<file path="config.mk">
export PLATFORM = sky130hd
export DESIGN_NAME = wiscCore
export DESIGN_NICKNAME = d
export VERILOG_FILES = /design/src/hw/wiscPkg.sv /design/src/hw/aluExecute.sv /design/src/hw/busSequencer.sv /design/src/hw/instrDecode.sv /design/src/hw/regFile.sv /design/src/hw/resultStage.sv /design/src/hw/wiscCore.sv
export SDC_FILE = /design/constraint.sdc
export NUM_CORES = 1
export LEC_CHECK = 0
export ABC_AREA = 0
export BUFFER_PORTS_ARGS = -buffer_cell sky130_fd_sc_hd__clkbuf_2
export CELL_PAD_IN_SITES_DETAIL_PLACEMENT = 1
export CELL_PAD_IN_SITES_GLOBAL_PLACEMENT = 2
export CORE_MARGIN = 3
export CORE_UTILIZATION = 30
export CTS_BUF_LIST = sky130_fd_sc_hd__clkbuf_4
export DETAILED_ROUTE_END_ITERATION = 7
export PLACE_DENSITY_LB_ADDON = 0.1
export SLEW_MARGIN = 5
export SYNTH_ARGS = -nofsm -noshare
export SYNTH_HDL_FRONTEND = slang
export SYNTH_HIERARCHICAL = 1
export SYNTH_SLANG_ARGS = --single-unit
</file>
<file path="constraint.sdc">
create_clock -name clk -period 7.5 [get_ports clk]
set_input_delay 0.375 -clock clk [delete_from_list [all_inputs] [get_ports clk]]
set_output_delay 0.375 -clock clk [all_outputs]
set_load 0.02 [all_outputs]
</file>
<file path="src/hw/wiscPkg.sv">
package wiscPkg;

   localparam int dataW = 16;       // data and instruction width
   localparam int regCnt = 8;
   localparam int regAddrW = 3;
   localparam int linkReg = 7;      // return address lands here

   // top five bits of the instruction word
   localparam logic [4:0] opHalt = 5'b00000;
   localparam logic [4:0] opNop = 5'b00001;
   localparam logic [4:0] opJ = 5'b00100;
   localparam logic [4:0] opJr = 5'b00101;
   localparam logic [4:0] opJal = 5'b00110;
   localparam logic [4:0] opJalr = 5'b00111;
   localparam logic [4:0] opAddi = 5'b01000;
   localparam logic [4:0] opSubi = 5'b01001;
   localparam logic [4:0] opXori = 5'b01010;
   localparam logic [4:0] opAndni = 5'b01011;
   localparam logic [4:0] opBeqz = 5'b01100;
   localparam logic [4:0] opBnez = 5'b01101;
   localparam logic [4:0] opBltz = 5'b01110;
   localparam logic [4:0] opBgez = 5'b01111;
   localparam logic [4:0] opSt = 5'b10000;
   localparam logic [4:0] opLd = 5'b10001;
   localparam logic [4:0] opSlbi = 5'b10010;
   localparam logic [4:0] opStu = 5'b10011;
   localparam logic [4:0] opRoli = 5'b10100;
   localparam logic [4:0] opSlli = 5'b10101;
   localparam logic [4:0] opRori = 5'b10110;
   localparam logic [4:0] opSrli = 5'b10111;
   localparam logic [4:0] opLbi = 5'b11000;
   localparam logic [4:0] opAluShift = 5'b11010;   // ROL SLL ROR SRL by function field
   localparam logic [4:0] opAluArith = 5'b11011;   // ADD SUB XOR ANDN by function field
   localparam logic [4:0] opSeq = 5'b11100;
   localparam logic [4:0] opSlt = 5'b11101;
   localparam logic [4:0] opSle = 5'b11110;
   localparam logic [4:0] opSco = 5'b11111;

   localparam logic [3:0] hostRegBase = 4'd0;      // 0..7 read r0..r7
   localparam logic [3:0] hostPcAddr = 4'd8;
   localparam logic [3:0] hostStatusAddr = 4'd9;   // bit0 halted, bit1 error

   localparam logic [2:0] aluAdd = 3'b000;
   localparam logic [2:0] aluXor = 3'b010;
   localparam logic [2:0] aluAndn = 3'b011;        // b arrives already inverted
   localparam logic [2:0] aluRol = 3'b100;         // shifts share the low two opcode bits
   localparam logic [2:0] aluSll = 3'b101;
   localparam logic [2:0] aluRor = 3'b110;
   localparam logic [2:0] aluSrl = 3'b111;

   localparam logic [1:0] bSrcReg = 2'd0;
   localparam logic [1:0] bSrcImm = 2'd1;
   localparam logic [1:0] bSrcZero = 2'd2;

   localparam logic [1:0] dstRdR = 2'd0;           // bits 4:2
   localparam logic [1:0] dstRdI = 2'd1;           // bits 7:5
   localparam logic [1:0] dstRs = 2'd2;            // bits 10:8

   localparam logic [1:0] jmpNone = 2'd0;
   localparam logic [1:0] jmpBranch = 2'd1;        // pc+2 + imm8
   localparam logic [1:0] jmpDisp = 2'd2;          // pc+2 + imm11
   localparam logic [1:0] jmpReg = 2'd3;           // rs + imm8

   localparam logic [1:0] stIdle = 2'd0;
   localparam logic [1:0] stExec = 2'd1;
   localparam logic [1:0] stMem = 2'd2;
   localparam logic [1:0] stDone = 2'd3;

   typedef enum logic [2:0] {wbAlu, wbMem, wbLinkPc, wbImm8, wbSlbi} wbSel_e;

   typedef enum logic [2:0] {
      cndNone, cndZero, cndNotZero, cndSign, cndNotSign, cndSignOrZero, cndCarry, cndAlways
   } condSel_e;

   typedef union packed {
      struct packed {
         logic [4:0] opcode;
         logic [2:0] rs;
         logic [2:0] rt;
         logic [2:0] rd;
         logic [1:0] func;
      } rForm;
      struct packed {
         logic [4:0] opcode;
         logic [2:0] rs;
         logic [2:0] rd;
         logic [4:0] imm5;
      } iForm;
      struct packed {
         logic [4:0] opcode;
         logic [10:0] imm11;
      } jForm;
      struct packed {
         logic [4:0] opcode;
         logic [2:0] rs;
         logic [7:0] imm8;
      } biForm;
   } instrWord_u;

   typedef struct packed {
      logic [2:0] aluOp;
      logic [1:0] bSrc;
      logic zeroExt;           // zero extend imm5 / imm8
      logic invA;
      logic invB;
      logic cin;
      condSel_e condSel;
      logic setOp;             // write condition as 0/1
      logic regWrt;
      wbSel_e wbSel;
      logic [1:0] destSel;
      logic memWrt;
      logic memRd;
      logic [1:0] jumpSel;
      logic linkWrt;           // overrides destSel with r7
      logic halt;
      logic illegal;
   } ctrl_s;

   typedef struct packed {
      logic [regAddrW-1:0] dest;
      logic [dataW-1:0] data;
      logic wrEn;
   } wbReq_s;

endpackage

</file>
<file path="src/hw/aluExecute.sv">
`timescale 1ns/100ps
module aluExecute (
   input  wiscPkg::ctrl_s              ctrl,
   input  logic [wiscPkg::dataW-1:0]   rdDataA,
   input  logic [wiscPkg::dataW-1:0]   rdDataB,
   input  logic [wiscPkg::dataW-1:0]   imm5Ext,
   output logic [wiscPkg::dataW-1:0]   aluOut,
   output logic                        condTrue
);
   import wiscPkg::*;

   logic [dataW-1:0] bOp;
   logic [dataW-1:0] aEff;
   logic [dataW-1:0] bEff;
   logic [dataW-1:0] sum;
   logic carry;
   logic ovf;
   logic zeroF;
   logic signF;
   logic [3:0] shAmt;
   logic [2*dataW-1:0] rotL;
   logic [2*dataW-1:0] rotR;

   always_comb begin
      case (ctrl.bSrc)
         bSrcImm: bOp = imm5Ext;
         bSrcZero: bOp = '0;               // branches test rs alone
         default: bOp = rdDataB;
      endcase
   end

   assign aEff = ctrl.invA ? ~rdDataA : rdDataA;
   assign bEff = ctrl.invB ? ~bOp : bOp;
   assign {carry, sum} = {1'b0, aEff} + {1'b0, bEff} + {{dataW{1'b0}}, ctrl.cin};
   assign ovf = (aEff[dataW-1] == bEff[dataW-1]) && (sum[dataW-1] != aEff[dataW-1]);

   assign shAmt = bOp[3:0];              // only low 4 bits count
   assign rotL = {rdDataA, rdDataA} << shAmt;
   assign rotR = {rdDataA, rdDataA} >> shAmt;

   always_comb begin
      case (ctrl.aluOp)
         aluXor: aluOut = aEff ^ bEff;
         aluAndn: aluOut = aEff & bEff;
         aluRol: aluOut = rotL[2*dataW-1:dataW];
         aluSll: aluOut = rdDataA << shAmt;
         aluRor: aluOut = rotR[dataW-1:0];
         aluSrl: aluOut = rdDataA >> shAmt;
         default: aluOut = sum;            // add, sub, address calc
      endcase
   end

   assign zeroF = (sum == '0);
   assign signF = sum[dataW-1] ^ ovf;    // true signed less-than on a compare

   always_comb begin
      case (ctrl.condSel)
         cndZero: condTrue = zeroF;
         cndNotZero: condTrue = ~zeroF;
         cndSign: condTrue = signF;
         cndNotSign: condTrue = ~signF;
         cndSignOrZero: condTrue = signF | zeroF;
         cndCarry: condTrue = carry;
         cndAlways: condTrue = 1'b1;
         default: condTrue = 1'b0;
      endcase
   end

endmodule

</file>
<file path="src/hw/busSequencer.sv">
`timescale 1ns/100ps
module busSequencer (
   input  logic                           clk,
   input  logic                           rstN,
   input  logic                           cyc,
   input  logic                           stb,
   input  logic                           we,
   input  logic [3:0]                     adr,
   input  logic [wiscPkg::dataW-1:0]      datWr,
   output logic                           ack,
   output logic [wiscPkg::dataW-1:0]      datRd,
   output logic                           memCyc,
   output logic                           memStb,
   output logic                           memWe,
   output logic [wiscPkg::dataW-1:0]      memAdr,
   output logic [wiscPkg::dataW-1:0]      memDatWr,
   input  logic                           memAck,
   input  wiscPkg::ctrl_s                 ctrl,
   input  logic [wiscPkg::dataW-1:0]      aluOut,
   input  logic [wiscPkg::dataW-1:0]      storeData,
   input  logic [wiscPkg::dataW-1:0]      nextPc,
   input  logic [wiscPkg::dataW-1:0]      hostRdData,
   output wiscPkg::instrWord_u            instr,
   output logic [wiscPkg::dataW-1:0]      pc,
   output logic                           commit,
   output logic [wiscPkg::regAddrW-1:0]   hostRegAddr
);
   import wiscPkg::*;

   logic [1:0] state;
   logic isWrite;          // current host access is an instruction
   logic halted;
   logic error;
   logic needMem;
   logic finalStep;

   assign needMem = (ctrl.memRd | ctrl.memWrt) & ~halted;
   assign finalStep = (state == stDone) || (state == stMem && memAck);
   assign ack = finalStep;               // never ahead of memAck on loads/stores
   assign commit = finalStep & isWrite & ~halted & ~ctrl.halt & ~ctrl.illegal;
   assign memAdr = aluOut;               // rs + imm5
   assign memDatWr = storeData;
   assign hostRegAddr = regAddrW'(adr - hostRegBase);

   always_ff @(posedge clk) begin
      if (!rstN) begin
         state <= stIdle;
         isWrite <= 1'b0;
         halted <= 1'b0;
         error <= 1'b0;
         pc <= '0;
         memCyc <= 1'b0;
         memStb <= 1'b0;
         memWe <= 1'b0;
      end else begin
         case (state)
            stIdle: if (cyc && stb) begin
               isWrite <= we;
               state <= we ? stExec : stDone;    // reads ack next cycle
            end
            stExec: if (needMem) begin
               memCyc <= 1'b1;                   // cyc and stb rise together
               memStb <= 1'b1;
               memWe <= ctrl.memWrt;
               state <= stMem;
            end else begin
               state <= stDone;
            end
            stMem: if (memAck) begin
               memCyc <= 1'b0;
               memStb <= 1'b0;
               memWe <= 1'b0;
               state <= stIdle;
            end
            default: state <= stIdle;
         endcase
         if (finalStep && isWrite && !halted) begin
            halted <= ctrl.halt;
            error <= error | ctrl.illegal;      // sticky
         end
         if (commit) pc <= nextPc;
      end
   end

   always_ff @(posedge clk) begin
      if (state == stIdle && cyc && stb) begin
         if (we) begin
            instr <= datWr;
         end else begin
            case (adr)
               hostPcAddr: datRd <= pc;
               hostStatusAddr: datRd <= {{(dataW-2){1'b0}}, error, halted};
               default: datRd <= (adr < hostPcAddr) ? hostRdData : '0;
            endcase
         end
      end
   end

endmodule

</file>
<file path="src/hw/instrDecode.sv">
`timescale 1ns/100ps
module instrDecode (
   input  wiscPkg::instrWord_u         instr,
   output wiscPkg::ctrl_s              ctrl,
   output logic [wiscPkg::dataW-1:0]   imm5Ext,
   output logic [wiscPkg::dataW-1:0]   imm8Ext,
   output logic [wiscPkg::dataW-1:0]   imm11Ext
);
   import wiscPkg::*;

   logic [4:0] op;
   logic [1:0] func;

   // ADD/SUB/XOR/ANDN style encoding of the low two bits
   function automatic logic [2:0] arithOp(input logic [1:0] f);
      return f[1] ? (f[0] ? aluAndn : aluXor) : aluAdd;
   endfunction

   assign op = instr.rForm.opcode;
   assign func = instr.rForm.func;

   assign imm5Ext = ctrl.zeroExt ? {{(dataW-5){1'b0}}, instr.iForm.imm5}
                                 : {{(dataW-5){instr.iForm.imm5[4]}}, instr.iForm.imm5};
   assign imm8Ext = ctrl.zeroExt ? {{(dataW-8){1'b0}}, instr.biForm.imm8}
                                 : {{(dataW-8){instr.biForm.imm8[7]}}, instr.biForm.imm8};
   assign imm11Ext = {{(dataW-11){instr.jForm.imm11[10]}}, instr.jForm.imm11};

   always_comb begin
      ctrl = '0;                       // everything off, then per opcode
      ctrl.aluOp = aluAdd;
      ctrl.bSrc = bSrcReg;
      ctrl.condSel = cndNone;
      ctrl.wbSel = wbAlu;
      ctrl.jumpSel = jmpNone;
      case (op)
         opHalt: ctrl.halt = 1'b1;
         opNop: ;
         opAddi, opSubi, opXori, opAndni: begin
            ctrl.regWrt = 1'b1;
            ctrl.destSel = dstRdI;
            ctrl.bSrc = bSrcImm;
            ctrl.aluOp = arithOp(op[1:0]);
            ctrl.zeroExt = op[1];             // XORI, ANDNI take zero ext imm
            ctrl.invA = (op == opSubi);       // imm - rs
            ctrl.cin = (op == opSubi);
            ctrl.invB = (op == opAndni);
         end
         opRoli, opSlli, opRori, opSrli: begin
            ctrl.regWrt = 1'b1;
            ctrl.destSel = dstRdI;
            ctrl.bSrc = bSrcImm;
            ctrl.zeroExt = 1'b1;
            ctrl.aluOp = {1'b1, op[1:0]};
         end
         opAluArith: begin
            ctrl.regWrt = 1'b1;
            ctrl.destSel = dstRdR;
            ctrl.aluOp = arithOp(func);
            ctrl.invA = (func == 2'b01);      // SUB is rt - rs
            ctrl.cin = (func == 2'b01);
            ctrl.invB = (func == 2'b11);
         end
         opAluShift: begin
            ctrl.regWrt = 1'b1;
            ctrl.destSel = dstRdR;
            ctrl.aluOp = {1'b1, func};
         end
         opSeq, opSlt, opSle, opSco: begin
            ctrl.regWrt = 1'b1;
            ctrl.setOp = 1'b1;
            ctrl.destSel = dstRdR;
            ctrl.invB = (op != opSco);        // rs - rt for the compares
            ctrl.cin = (op != opSco);
            case (op[1:0])
               2'b00: ctrl.condSel = cndZero;
               2'b01: ctrl.condSel = cndSign;
               2'b10: ctrl.condSel = cndSignOrZero;
               default: ctrl.condSel = cndCarry;
            endcase
         end
         opLd: begin
            ctrl.regWrt = 1'b1;
            ctrl.memRd = 1'b1;
            ctrl.destSel = dstRdI;
            ctrl.bSrc = bSrcImm;
            ctrl.wbSel = wbMem;
         end
         opSt, opStu: begin
            ctrl.memWrt = 1'b1;
            ctrl.bSrc = bSrcImm;
            ctrl.regWrt = op[1];              // STU writes the address back to rs
            ctrl.destSel = dstRs;
         end
         opLbi, opSlbi: begin
            ctrl.regWrt = 1'b1;
            ctrl.destSel = dstRs;
            ctrl.zeroExt = (op == opSlbi);
            ctrl.wbSel = (op == opSlbi) ? wbSlbi : wbImm8;
         end
         opBeqz, opBnez, opBltz, opBgez: begin
            ctrl.bSrc = bSrcZero;             // flags of rs + 0
            ctrl.jumpSel = jmpBranch;
            case (op[1:0])
               2'b00: ctrl.condSel = cndZero;
               2'b01: ctrl.condSel = cndNotZero;
               2'b10: ctrl.condSel = cndSign;
               default: ctrl.condSel = cndNotSign;
            endcase
         end
         opJ, opJr, opJal, opJalr: begin
            ctrl.condSel = cndAlways;
            ctrl.jumpSel = op[0] ? jmpReg : jmpDisp;
            ctrl.regWrt = op[1];
            ctrl.linkWrt = op[1];
            ctrl.wbSel = wbLinkPc;
         end
         default: ctrl.illegal = 1'b1;      // includes siic and RTI
      endcase
   end

endmodule

</file>
<file path="src/hw/regFile.sv">
`timescale 1ns/100ps
module regFile (
   input  logic                           clk,
   input  logic                           rstN,
   input  logic [wiscPkg::regAddrW-1:0]   rdAddrA,
   input  logic [wiscPkg::regAddrW-1:0]   rdAddrB,
   input  logic [wiscPkg::regAddrW-1:0]   hostAddr,
   input  wiscPkg::wbReq_s                wbReq,
   output logic [wiscPkg::dataW-1:0]      rdDataA,
   output logic [wiscPkg::dataW-1:0]      rdDataB,
   output logic [wiscPkg::dataW-1:0]      hostData
);
   import wiscPkg::*;

   logic [dataW-1:0] regs [regCnt];

   always_ff @(posedge clk) begin
      if (!rstN) begin
         regs <= '{default: '0};
      end else if (wbReq.wrEn) begin        // wrEn already qualified by commit
         regs[wbReq.dest] <= wbReq.data;
      end
   end

   assign rdDataA = regs[rdAddrA];
   assign rdDataB = regs[rdAddrB];       // also the store data
   assign hostData = regs[hostAddr];     // host side read port

endmodule

</file>
<file path="src/hw/resultStage.sv">
`timescale 1ns/100ps
module resultStage (
   input  wiscPkg::ctrl_s              ctrl,
   input  wiscPkg::instrWord_u         instr,
   input  logic [wiscPkg::dataW-1:0]   pc,
   input  logic [wiscPkg::dataW-1:0]   aluOut,
   input  logic [wiscPkg::dataW-1:0]   memDatRd,
   input  logic                        condTrue,
   input  logic [wiscPkg::dataW-1:0]   imm8Ext,
   input  logic [wiscPkg::dataW-1:0]   imm11Ext,
   input  logic [wiscPkg::dataW-1:0]   rdDataA,
   input  logic                        commit,
   output wiscPkg::wbReq_s             wbReq,
   output logic [wiscPkg::dataW-1:0]   nextPc
);
   import wiscPkg::*;

   logic [dataW-1:0] pcPlus2;
   logic [dataW-1:0] target;

   assign pcPlus2 = pc + dataW'(2);

   always_comb begin
      if (ctrl.linkWrt) begin
         wbReq.dest = regAddrW'(linkReg);
      end else begin
         case (ctrl.destSel)
            dstRdR: wbReq.dest = instr.rForm.rd;
            dstRdI: wbReq.dest = instr.iForm.rd;
            default: wbReq.dest = instr.iForm.rs;   // LBI, SLBI, STU
         endcase
      end
   end

   always_comb begin
      case (ctrl.wbSel)
         wbMem: wbReq.data = memDatRd;            // straight off the bus at memAck
         wbLinkPc: wbReq.data = pcPlus2;
         wbImm8: wbReq.data = imm8Ext;
         wbSlbi: wbReq.data = {rdDataA[dataW-9:0], imm8Ext[7:0]};
         default: wbReq.data = ctrl.setOp ? {{(dataW-1){1'b0}}, condTrue} : aluOut;
      endcase
   end

   assign wbReq.wrEn = ctrl.regWrt & commit;

   always_comb begin
      case (ctrl.jumpSel)
         jmpDisp: target = pcPlus2 + imm11Ext;
         jmpReg: target = rdDataA + imm8Ext;      // JR, JALR
         default: target = pcPlus2 + imm8Ext;     // conditional branches
      endcase
   end

   assign nextPc = (ctrl.jumpSel != jmpNone && condTrue) ? target : pcPlus2;

endmodule

</file>
<file path="src/hw/wiscCore.sv">
`timescale 1ns/100ps
module wiscCore (
   input  logic                        clk,
   input  logic                        rstN,
   input  logic                        cyc,
   input  logic                        stb,
   input  logic                        we,
   input  logic [3:0]                  adr,
   input  logic [wiscPkg::dataW-1:0]   datWr,
   output logic [wiscPkg::dataW-1:0]   datRd,
   output logic                        ack,
   output logic                        memCyc,
   output logic                        memStb,
   output logic                        memWe,
   output logic [wiscPkg::dataW-1:0]   memAdr,
   output logic [wiscPkg::dataW-1:0]   memDatWr,
   input  logic [wiscPkg::dataW-1:0]   memDatRd,
   input  logic                        memAck
);
   import wiscPkg::*;

   instrWord_u instr;
   ctrl_s ctrl;
   wbReq_s wbReq;
   logic [dataW-1:0] imm5Ext;
   logic [dataW-1:0] imm8Ext;
   logic [dataW-1:0] imm11Ext;
   logic [dataW-1:0] rdDataA;
   logic [dataW-1:0] rdDataB;
   logic [dataW-1:0] hostRdData;
   logic [dataW-1:0] aluOut;
   logic [dataW-1:0] nextPc;
   logic [dataW-1:0] pc;
   logic [regAddrW-1:0] hostRegAddr;
   logic condTrue;
   logic commit;

   busSequencer i_busSequencer (
      .clk, .rstN, .cyc, .stb, .we, .adr, .datWr, .ack, .datRd,
      .memCyc, .memStb, .memWe, .memAdr, .memDatWr, .memAck,
      .ctrl, .aluOut, .storeData(rdDataB), .nextPc, .hostRdData,
      .instr, .pc, .commit, .hostRegAddr
   );

   instrDecode i_instrDecode (.instr, .ctrl, .imm5Ext, .imm8Ext, .imm11Ext);

   regFile i_regFile (
      .clk, .rstN,
      .rdAddrA(instr.iForm.rs),      // rs, bits 10:8
      .rdAddrB(instr.rForm.rt),      // rt of R-form, store data of ST/STU
      .hostAddr(hostRegAddr),
      .wbReq, .rdDataA, .rdDataB,
      .hostData(hostRdData)
   );

   aluExecute i_aluExecute (.ctrl, .rdDataA, .rdDataB, .imm5Ext, .aluOut, .condTrue);

   resultStage i_resultStage (
      .ctrl, .instr, .pc, .aluOut, .memDatRd, .condTrue,
      .imm8Ext, .imm11Ext, .rdDataA, .commit, .wbReq, .nextPc
   );

endmodule

</file>
==> metrics <==
ratio of cells with drive above 1 in the final layout=17.5%; met1 WL=36800 µm; hold slack=0.0997 ns; Crit path arrival time=6.70 ns; Die Span X=253 µm; highest clock rate=141 MHz; CP endpoint kind=output pin; crit-path max FO=18; register area=0.00398 mm²; Die Y=253 µm; Placed Cells incl. Taps=2758; Post-Syn Instances=2075; TritonCTS clock tree=built; Hold Crit Start=memAck; WHS Path Cells=4; DRT iter0 DRCs=1168; post-route cell area=0.0192 mm²; Worst Setup SP=i_busSequencer/instr[12]; Site Rows=89; gpl congestion=0.888; Via Count=16.2k; final setup fails=0; Yosys warning total=6; Area after DPL=0.0187 mm²; unrepaired setup endpoints after global routing=false; vias per cell=5.76; Clk pin slew, worst setup/hold paths=0.18 ns; Sink Count=183; Max Cap Viol=0; Multi-input gate area=0.0126 mm²; post-layout min period=7.08 ns; peak supply drop=0.126 mV; uppermost routed layer=met4; wire per inst=28.2 µm; met2 WL post-DR=37900 µm; DRT antenna net count=0; CTS H-tree lvls=4; Final Max Slew Viols=0; Core Area=0.0597 mm²; Layout area overhead=5.12%; gr usage total=24.5%; largest net degree at the start of global routing=87; worst path required time=7.12 ns; layout net count=2128; vias in the first global route=16.0k; Tcrit/Tclk final=94.4%; Port Buffers=93; clock root buffer=clkbuf_4; Boundary Pins=94; antenna violations before repair=5; cell area after synthesis=0.0183 mm²; worst clock skew=0.0389 ns; Hold Crit Class=in2reg; Pwr per Cell Area=105 mW/mm²; Filler Cell Count=6993; drt total wl=79400 µm; GRT overflow=0; Worst-Skew Late Latency=0.68 ns; r2r worst-path depth=30; full die area=0.0640 mm²; Crit Path Category=reg2out; final hold violation count=0; global-route wire length before repair=115000 µm; drt drc=0; DR pass1 iterations=8; status=finished, final reports clean; initial core utilization=30.6%; critical path startpoint category=flip-flop; syn avg cell area=8.82 µm²; Max-slew headroom=24.5%; clock buffer depth=2; CTS Buf Count=17; Synth Net Count=2178; r2r startpoint=i_busSequencer/instr[12]; hpwl dp=59500 µm; Layout Cells excl Fill=2812; leakage=7.42 nW; metal3 WL=2890 µm; actual slew at the worst max-slew pin=1.13 ns
-- metrics by stage --
| step | setup WS (ns) | utilization [%] | setup TNS [ns] | power (mW) |
|---|---|---|---|---|
| 2_1_floorplan | 0.886 | - | 0 | 1.29 |
| 3_3_place_gp | 0.0876 | 31.3 | 0 | 1.39 |
| 3_5_place_dp | -0.0519 | 31.3 | -0.0519 | 1.40 |
| 4_1_cts | 0.142 | 32.1 | 0 | 2.04 |
| 5_1_grt | 0.00804 | 32.2 | 0 | 2.11 |
| 6_report | 0.422 | 32.2 | 0 | 2.02 |
-- sequential cells by signal, summed over array words and instances (netlist names) --
register and count:
i_busSequencer/halted 1, i_busSequencer/pc 16, i_busSequencer/datRd 16, i_busSequencer/memStb 1, i_busSequencer/isWrite 1, i_busSequencer/state 2
i_regFile/regs 128, i_busSequencer/memWe 1, i_busSequencer/instr 16, i_busSequencer/error 1
-- report_power, final --
part	internal (mW)	total, mW	switching, mW
combinational	0.133	0.372	0.238
clock	0.238	0.630	0.392
sequential	1.01	1.02	0.0132
-- cell usage in the layout (no fill, tap or decap), drive strengths merged, types with 8 or more instances in the layout --
master       instances
buf                 75
dfxtp              151
dlygate4sd3         19
xnor2               41
a21oi              105
xor2                41
nand2b              15
inv                 38
a21o                15
nand4               13
clkbuf             110
and2                 9
o21a                15
a21boi             129
a221o                8
mux2i               75
nor2b               15
nor2               113
mux4               100
nor4                10
a22o                22
edfxtp              32
nand2              391
nand3               24
a22oi               31
a221oi              11
o22ai               13
a31oi               14
o21bai               8
mux2                83
and3                 8
o211ai              10
a211oi              25
o21ai               67
ha                  57
nor3                25
-- worst max-delay path: stages, from the launching register on --
cell and delay, ns:
edfxtp_1 0.53, inv_1 0.12, ha_1 0.30, buf_4 0.21, o31a_1 0.29, o21ai_1 0.13, o31ai_1 0.11, or2_1 0.23
ha_1 0.31, nor2b_1 0.25, buf_4 0.28, a22oi_2 0.10, xnor2_1 0.24, ha_1 0.30, a211oi_2 0.34, o211ai_1 0.22
a21oi_1 0.35, o21ai_1 0.25, a221o_1 0.44, xnor2_1 0.18, mux4_2 0.53, inv_1 0.12, clkbuf_2 0.18
-- final cells by class --
cell class | count | share of cell area (%)
Clock inverter | 14 | 0.891
Tap cell | 773 | 5.03
Inverter | 34 | 0.664
Timing Repair Buffer | 186 | 6.31
Antenna cell | 1 | 0.0130
Clock buffer | 18 | 0.703
Multi-Input combinational cell | 1603 | 65.7
Sequential cell | 183 | 20.7
-- per-layer routing --
layer  GRT usage (%)  vias up
met4            6.29        0
met3            2.77       63
met2            41.5      364
met1            33.4     8296
met5               0        -
li1                -     7479
-- worst paths after layout --
check	slack, ns	to
hold reg to reg	0.49	i_regFile/regs[37]
setup reg to reg	0.54	i_busSequencer/pc[15]
hold / removal	0.1	i_busSequencer/memStb
setup / recovery	0.42	memAdr[15]
-- timing repair --
| item | in CTS | in global routing |
|---|---|---|
| gates resized for setup | 1 | 6 |
| pin swaps | 0 | 1 |
| setup buffers | 0 | 2 |
| setup endpoints to repair | 1 | 23 |
| hold buffers | 19 | 0 |
| endpoints found under the hold margin | 18 | 0 |
Power figures use the tool's default switching activity.
